==> src/rtl/sync_long_defines.svh <==
`ifndef SYNC_LONG_DEFINES_SVH
`define SYNC_LONG_DEFINES_SVH

// sample component width
`define SAMPLE_W 16

// sample buffer, 256 entries
`define BUF_ADDR_W 8
`define BUF_HIGH_WATER 240

// cross-correlation against the long training symbol
`define CORR_LEN 32
`define CORR_LANES 8

// short preamble tail and peak search window
`define STS_TAIL 32
`define SEARCH_LEN 88

// symbol framing
`define SYM_LEN 64
`define GI_LONG 16
`define GI_SHORT 8

// pi scaled by 512
`define PHASE_PI 1608

`endif

==> src/rtl/sync_long_ctrl_pkg.sv <==
`default_nettype none

`include "sync_long_defines.svh"

package sync_long_ctrl_pkg;

    // scaled phase, pi is PHASE_PI
    typedef logic signed [31:0] phase_t;

    typedef enum logic [1:0] {
        ST_SKIP,    // dropping the short preamble tail
        ST_SEARCH,  // correlating and tracking the peak
        ST_STREAM   // reading out symbols
    } ctrl_state_e;

    localparam phase_t PI        = `PHASE_PI;
    localparam phase_t DOUBLE_PI = 2 * `PHASE_PI;

endpackage

`default_nettype wire

==> src/rtl/ofdm_sample_pkg.sv <==
`default_nettype none

`include "sync_long_defines.svh"

package ofdm_sample_pkg;

    typedef struct packed {
        logic signed [`SAMPLE_W-1:0] i;
        logic signed [`SAMPLE_W-1:0] q;
    } sample_t;

    typedef logic signed [31:0]      corr_t;
    typedef logic [31:0]             metric_t;
    typedef logic [`BUF_ADDR_W-1:0]  buf_addr_t;

    // one output beat
    typedef struct packed {
        sample_t                    sample;
        sync_long_ctrl_pkg::phase_t phase;
        logic [15:0]                symbol_index;
        logic                       last;   // 64th sample of the symbol
    } sym_beat_t;

    // first 32 samples of the long training symbol, conjugated in the multiply
    localparam sample_t LTS_TAPS [`CORR_LEN] = '{
        '{16'sd156, 16'sd0},     '{-16'sd5, -16'sd120},   '{16'sd40, -16'sd111},
        '{16'sd97, 16'sd83},     '{16'sd21, 16'sd28},     '{16'sd60, -16'sd88},
        '{-16'sd115, -16'sd55},  '{-16'sd38, -16'sd106},  '{16'sd98, -16'sd26},
        '{16'sd53, 16'sd4},      '{16'sd1, -16'sd115},    '{-16'sd137, -16'sd47},
        '{16'sd24, -16'sd59},    '{16'sd59, -16'sd15},    '{-16'sd22, 16'sd161},
        '{16'sd119, -16'sd4},    '{16'sd62, -16'sd62},    '{16'sd37, 16'sd98},
        '{-16'sd57, 16'sd39},    '{-16'sd131, 16'sd65},   '{16'sd82, 16'sd92},
        '{16'sd70, 16'sd14},     '{-16'sd60, 16'sd81},    '{-16'sd56, -16'sd22},
        '{-16'sd35, -16'sd151},  '{-16'sd122, -16'sd17},  '{-16'sd127, -16'sd21},
        '{16'sd75, -16'sd74},    '{-16'sd3, 16'sd54},     '{-16'sd92, 16'sd115},
        '{16'sd92, 16'sd106},    '{16'sd12, 16'sd98}
    };

endpackage

`default_nettype wire

==> src/rtl/lts_sync_ctrl.sv <==
`default_nettype none

`include "sync_long_defines.svh"

module lts_sync_ctrl (
    input  wire                              clock,
    input  wire                              reset,
    input  wire                              enable_i,
    input  wire                              in_fire_i,
    input  wire                              metric_valid_i,
    input  wire ofdm_sample_pkg::metric_t    metric_i,
    input  wire signed [15:0]                phase_offset_i,
    input  wire                              short_gi_i,
    input  wire [3:0]                        win_shift_i,
    input  wire [`BUF_ADDR_W:0]              fill_i,
    output logic                             rd_en_o,
    output ofdm_sample_pkg::buf_addr_t       rd_addr_o,
    input  wire ofdm_sample_pkg::sample_t    rd_sample_i,
    output ofdm_sample_pkg::buf_addr_t       consume_o,
    output sync_long_ctrl_pkg::ctrl_state_e  state_o,
    output logic                             detected_o,
    output logic                             out_valid_o,
    input  wire                              out_ready_i,
    output ofdm_sample_pkg::sym_beat_t       out_beat_o
);
    import ofdm_sample_pkg::*;
    import sync_long_ctrl_pkg::*;

    ctrl_state_e state_q;
    buf_addr_t   cnt_q;      // skipped samples, then metrics seen
    metric_t     max_q;
    buf_addr_t   peak_q;
    logic        detected_q;

    buf_addr_t   rd_addr_q;
    logic [5:0]  sym_off_q;
    logic [15:0] sym_idx_q;
    logic        in_sym_q;   // committed to the current symbol
    logic [4:0]  gi_left_q;  // guard samples still to step over
    phase_t      phase_q;    // phase at rd_addr_q
    phase_t      phase_sum;
    phase_t      phase_nxt;

    logic        out_valid_q;
    phase_t      out_phase_q;
    logic [15:0] out_idx_q;
    logic        out_last_q;

    logic [4:0]  gi_len;
    logic        new_peak;
    logic        detect;
    logic        go;
    logic        guard_step;
    logic        rd_go;
    logic        last;
    buf_addr_t   peak_idx;
    buf_addr_t   s0;

    assign gi_len   = short_gi_i ? 5'(`GI_SHORT) : 5'(`GI_LONG);
    assign new_peak = metric_valid_i && metric_i > max_q;  // strict, keeps the first max
    assign peak_idx = new_peak ? cnt_q : peak_q;
    assign s0       = peak_idx - buf_addr_t'(`CORR_LEN - 1) - buf_addr_t'(win_shift_i);
    assign detect   = enable_i && state_q == ST_SEARCH && metric_valid_i
                      && cnt_q == buf_addr_t'(`SEARCH_LEN - 1);

    // a new symbol waits until its samples and the guard before it are buffered
    assign go         = enable_i && state_q == ST_STREAM
                        && (in_sym_q || fill_i >= 9'(`SYM_LEN) + 9'(gi_left_q));
    assign guard_step = go && gi_left_q != '0;
    assign rd_go      = go && gi_left_q == '0 && (!out_valid_q || out_ready_i);
    assign last       = sym_off_q == 6'(`SYM_LEN - 1);

    assign rd_en_o     = rd_go;
    assign rd_addr_o   = rd_addr_q;
    assign consume_o   = detect ? s0 : buf_addr_t'(guard_step || rd_go);
    assign state_o     = state_q;
    assign detected_o  = enable_i && detected_q;
    assign out_valid_o = enable_i && out_valid_q;
    assign out_beat_o  = '{sample: rd_sample_i, phase: out_phase_q,
                           symbol_index: out_idx_q, last: out_last_q};

    // one index step with a single wrap into -pi..pi
    always_comb begin
        phase_sum = phase_q + phase_t'(phase_offset_i);
        if (phase_sum > PI) begin
            phase_nxt = phase_sum - DOUBLE_PI;
        end else if (phase_sum < -PI) begin
            phase_nxt = phase_sum + DOUBLE_PI;
        end else begin
            phase_nxt = phase_sum;
        end
    end

    always_ff @(posedge clock) begin
        if (reset) begin
            state_q     <= ST_SKIP;
            cnt_q       <= '0;
            max_q       <= '0;
            peak_q      <= '0;
            detected_q  <= 1'b0;
            rd_addr_q   <= '0;
            sym_off_q   <= '0;
            sym_idx_q   <= '0;
            in_sym_q    <= 1'b0;
            gi_left_q   <= '0;
            phase_q     <= '0;
            out_valid_q <= 1'b0;
        end else if (enable_i) begin
            detected_q <= detect;
            case (state_q)
                ST_SKIP: begin
                    if (in_fire_i) begin
                        cnt_q <= cnt_q + 1'b1;
                        if (cnt_q == buf_addr_t'(`STS_TAIL - 1)) begin
                            state_q <= ST_SEARCH;
                            cnt_q   <= '0;  // metric index restarts at buffer address 0
                        end
                    end
                end
                ST_SEARCH: begin
                    if (metric_valid_i) begin
                        cnt_q <= cnt_q + 1'b1;
                        if (new_peak) begin
                            max_q  <= metric_i;
                            peak_q <= cnt_q;
                        end
                    end
                    if (detect) begin
                        state_q   <= ST_STREAM;
                        rd_addr_q <= s0;
                        phase_q   <= '0;
                    end
                end
                default: begin
                    if (out_valid_q && out_ready_i) begin
                        out_valid_q <= 1'b0;
                    end
                    if (guard_step || rd_go) begin
                        rd_addr_q <= rd_addr_q + 1'b1;
                        phase_q   <= phase_nxt;
                        in_sym_q  <= 1'b1;
                    end
                    if (guard_step) begin
                        gi_left_q <= gi_left_q - 1'b1;
                    end
                    if (rd_go) begin
                        out_valid_q <= 1'b1;
                        out_phase_q <= phase_q;
                        out_idx_q   <= sym_idx_q;
                        out_last_q  <= last;
                        sym_off_q   <= sym_off_q + 1'b1;
                        if (last) begin
                            in_sym_q  <= 1'b0;
                            sym_idx_q <= sym_idx_q + 1'b1;
                            // the two training symbols run back to back
                            gi_left_q <= (sym_idx_q != '0) ? gi_len : 5'd0;
                        end
                    end
                end
            endcase
        end
    end

    // stalled beat holds across controller and buffer read register
    a_out_stable: assert property (@(posedge clock) disable iff (reset)
        out_valid_o && !out_ready_i |=> !enable_i || (out_valid_o && $stable(out_beat_o)));

endmodule

`default_nettype wire

==> config.mk <==
export PLATFORM = sky130hd
export DESIGN_NAME = lts_sync_ctrl
export DESIGN_NICKNAME = d
export VERILOG_FILES = /design/src/rtl/sync_long_ctrl_pkg.sv /design/src/rtl/ofdm_sample_pkg.sv /design/src/rtl/lts_sync_ctrl.sv
export VERILOG_INCLUDE_DIRS = /design/src /design/src/rtl
export SDC_FILE = /design/constraint.sdc
export NUM_CORES = 1
export LEC_CHECK = 0
export BUFFER_PORTS_ARGS = -buffer_cell sky130_fd_sc_hd__buf_4
export CORE_AREA = 2 2 151 153
export DETAILED_ROUTE_END_ITERATION = 10
export DIE_AREA = 0 0 153 155
export PLACE_DENSITY = 0.83
export SETUP_SLACK_MARGIN = 0.05
export SYNTH_ARGS = -nofsm -noshare
export SYNTH_HDL_FRONTEND = slang
export SYNTH_SLANG_ARGS = --single-unit
==> constraint.sdc <==
create_clock -name clock -period 5.37 [get_ports clock]
set_input_delay 0.2685 -clock clock [delete_from_list [all_inputs] [get_ports clock]]
set_output_delay 0.2685 -clock clock [all_outputs]
set_load 0.02 [all_outputs]
==> metrics.cfg <==
[status]
outcome = finished clean

[timing]
setup-violations-final = 0
slew_headroom = 0.305
finalClockSkew_ns = 0.0113
tns_ns = 0
tightest_slew_ns = 1.03
fmax_mhz = 196
slew_viol_final = 0
finalHoldViolCount = 0
finalCriticalPeriod_ns = 5.10
rsz0062_at_grt = yes
timing.final.crit_share = 0.949
whs_ns = 0.0681

[logic_synthesis]
synthArstFlopShare = 0
synth_warnings = 0
yosysUniqueCellTypes = 84
syn_inst = 1298
synthFlopType = dfxtp_1
ys_seq_area_frac = 0.343
synth_nets = 1485
synth_edf_count = 49
netlist_area_um2 = 11300
ys_ff_latch = 169
synth.avg_cell_area_um2 = 8.71

[finish]
syn_to_final_growth_pct = 15.5
final_cell_mix = buf_4 (157), nor2_1 (136), dfxtp_1 (120)
final_util = 0.587
drive_gt1_frac = 0.168
n_antenna_cell = 0
layout_commonest_cell = buf_4
nNetsFinal = 1571

[routing]
vias_per_cell = 6.09
drtIter0Drc = 824
antenna_left = 0
dr_total_vias = 10200
wl_per_cell_um = 17.5
drc_errors = 0
wl_mm = 29.5
drtPass1Iterations = 6

[floorplanning]
num_io_pins = 202
num_rows = 55
dieArea_um2 = 23700
core_area_um2 = 22200
start_util = 0.509
die_y_um = 155
die_w_um = 153

[global_route]
grt_usage = 0.242
grt_max_degree = 85
grt_pass1_vias = 9721
grt_pass1_wl_mm = 47.3
antenna_found_initial = 0
overflow = 0

[clocking]
cts_tree = yes
hold_buffers = 0
cts_max_level = 4
cts_root_buf = clkbuf_16
numCtsBuffers = 17
path_clk_slew_ns = 0.08
clkLatencyLatePin_ns = 0.44
clock_path_buffers = 2
clock-sinks = 169

[placed_design]
post-dp-hpwl_mm = 21.9
io_buffers = 137
gp_congestion = 0.959

[worst_hold_path]
min_path_type = in2reg

[power]
ir_drop_v = 0.000223
totalPowerFinal_mw = 2.82
cellPowerDensity_nw_per_um2 = 216
p_leak_nw = 5.65

[setup_path]
crit_fanout = 5
critPathRequiredTime_ns = 5.10
crit_arrival_ns = 4.83
path_class = reg2out
end_kind = output port
cp-start-kind = register

[run]
max_cap_viol_count = 0

[cell usage after synthesis (all sizes together), types with 5 or more instances]
cell type / n / area (um2)
clkbuf: 37 / 139
a211o: 8 / 70.1
a2111oi: 6 / 90.1
dfxtp: 120 / 2400
a31oi: 8 / 50.1
nand3b: 5 / 37.5
nand4: 29 / 194
a21oi: 66 / 334
mux2: 5 / 56.3
edfxtp: 49 / 1470
xor2: 35 / 307
nor3: 34 / 170
nor2b: 9 / 56.3
nor2: 140 / 531
inv: 60 / 225
o21bai: 7 / 56.3
buf: 53 / 350
o21ai: 51 / 255
a22oi: 10 / 75.1
and4: 7 / 61.3
or4: 8 / 60.1
mux2i: 55 / 551
nand2b: 11 / 68.8
o21a: 10 / 75.1
ha: 85 / 1060
and3: 18 / 113
o31ai: 6 / 45.0
nor4: 22 / 144
and2: 12 / 75.1
a21o: 29 / 218
a32o: 8 / 80.1
xnor2: 26 / 228
o211ai: 14 / 105
nand2: 101 / 379
a211oi: 10 / 75.1
a32oi: 7 / 68.8
nand3: 50 / 250
or3: 24 / 155
[cell type report]
type                            count  area, um2
Clock buffer                       17        425
Clock inverter                     15        175
Fill cell                        1933       9170
Inverter                           60        225
Multi-Input combinational cell    979       6820
Sequential cell                   169       3870
Tap cell                          285        357
Timing Repair Buffer              157       1180
[layer usage]
| layer | GRT usage | wire (um) | vias to the layer above |
|---|---|---|---|
| met1 | 0.299 | 12300 | 4829 |
| met5 | 0 | 0 | - |
| met2 | 0.408 | 14000 | 411 |
| li1 | - | - | 4926 |
| met3 | 0.0596 | 2270 | 79 |
| met4 | 0.0966 | 923 | 0 |
[per-stage QoR]
stage	setup WS, ns	instance area (um2)	cells
2_1_floorplan	0.765	11300	1298
3_3_place_gp	0.468	12400	1649
3_5_place_dp	0.335	12400	1649
4_1_cts	0.0759	13000	1681
5_1_grt	0.0254	13100	1682
6_report	0.272	13100	1682
[cells by family after synthesis]
| family | count (synthesis) | synth area share |
|---|---|---|
| mux | 60 | 0.0537 |
| buf+inv | 150 | 0.0632 |
| compound gates | 288 | 0.184 |
| simple gates | 483 | 0.212 |
| flops | 169 | 0.343 |
| xor+xnor | 61 | 0.0472 |
| fa+ha+maj | 87 | 0.0976 |
[state kept, by name, summed over array words and instances, names as in the netlist]
signal / count
out_idx_q: 16
in_sym_q: 1
rd_addr_o: 8
cnt_q: 8
out_last_q: 1
out_valid_q: 1
peak_q: 8
state_o: 2
gi_left_q: 5
out_phase_q: 32
phase_q: 32
max_q: 32
sym_idx_q: 16
sym_off_q: 6
detected_q: 1
[timing repair]
action	in CTS	in global routing
buffers inserted	0	1
pin swaps	0	1
setup endpoints to repair	1	2
gates resized for setup	2	12
[report_power, final]
| part | switching [mW] | leakage, nW | internal [mW] |
|---|---|---|---|
| clock network | 0.610 | 0.289 | 0.628 |
| registers | 0.00149 | 1.54 | 1.30 |
| logic | 0.163 | 3.83 | 0.117 |
[critical path, cell delays in order (launching register included)]
cell and delay (ns):
dfxtp_1 0.33, inv_1 0.04, ha_1 0.29, nor2b_1 0.14, o21a_1 0.16, o21a_1 0.16
o21a_1 0.16, o21a_1 0.16, o21a_1 0.16, o21bai_1 0.15, a21oi_2 0.11, o211a_4 0.30
buf_4 0.17, mux2_2 0.27, ha_1 0.28, ha_1 0.34, a21o_1 0.20, a21oi_2 0.17
nor2b_1 0.10, nor3_2 0.17, xor2_1 0.09, mux2i_1 0.20, nor2_1 0.07, buf_4 0.17
[worst paths after layout]
path / from / endpoint / slack, ns / cells after the start
worst max-delay path: max_q[1]$_SDFFE_PP0P_ / consume_o[7] / 0.27 / 23
worst min-delay path: metric_i[18] / max_q[18]$_SDFFE_PP0P_ / 0.07 / 3
worst max register to register: phase_q[4]$_SDFFE_PP0P_ / phase_q[12]$_SDFFE_PP0P_ / 0.54 / 12
worst min register to register: phase_q[0]$_SDFFE_PP0P_ / out_phase_q[0]$_DFFE_PP_ / 0.46 / 0
Power figures use the tool's default switching activity.
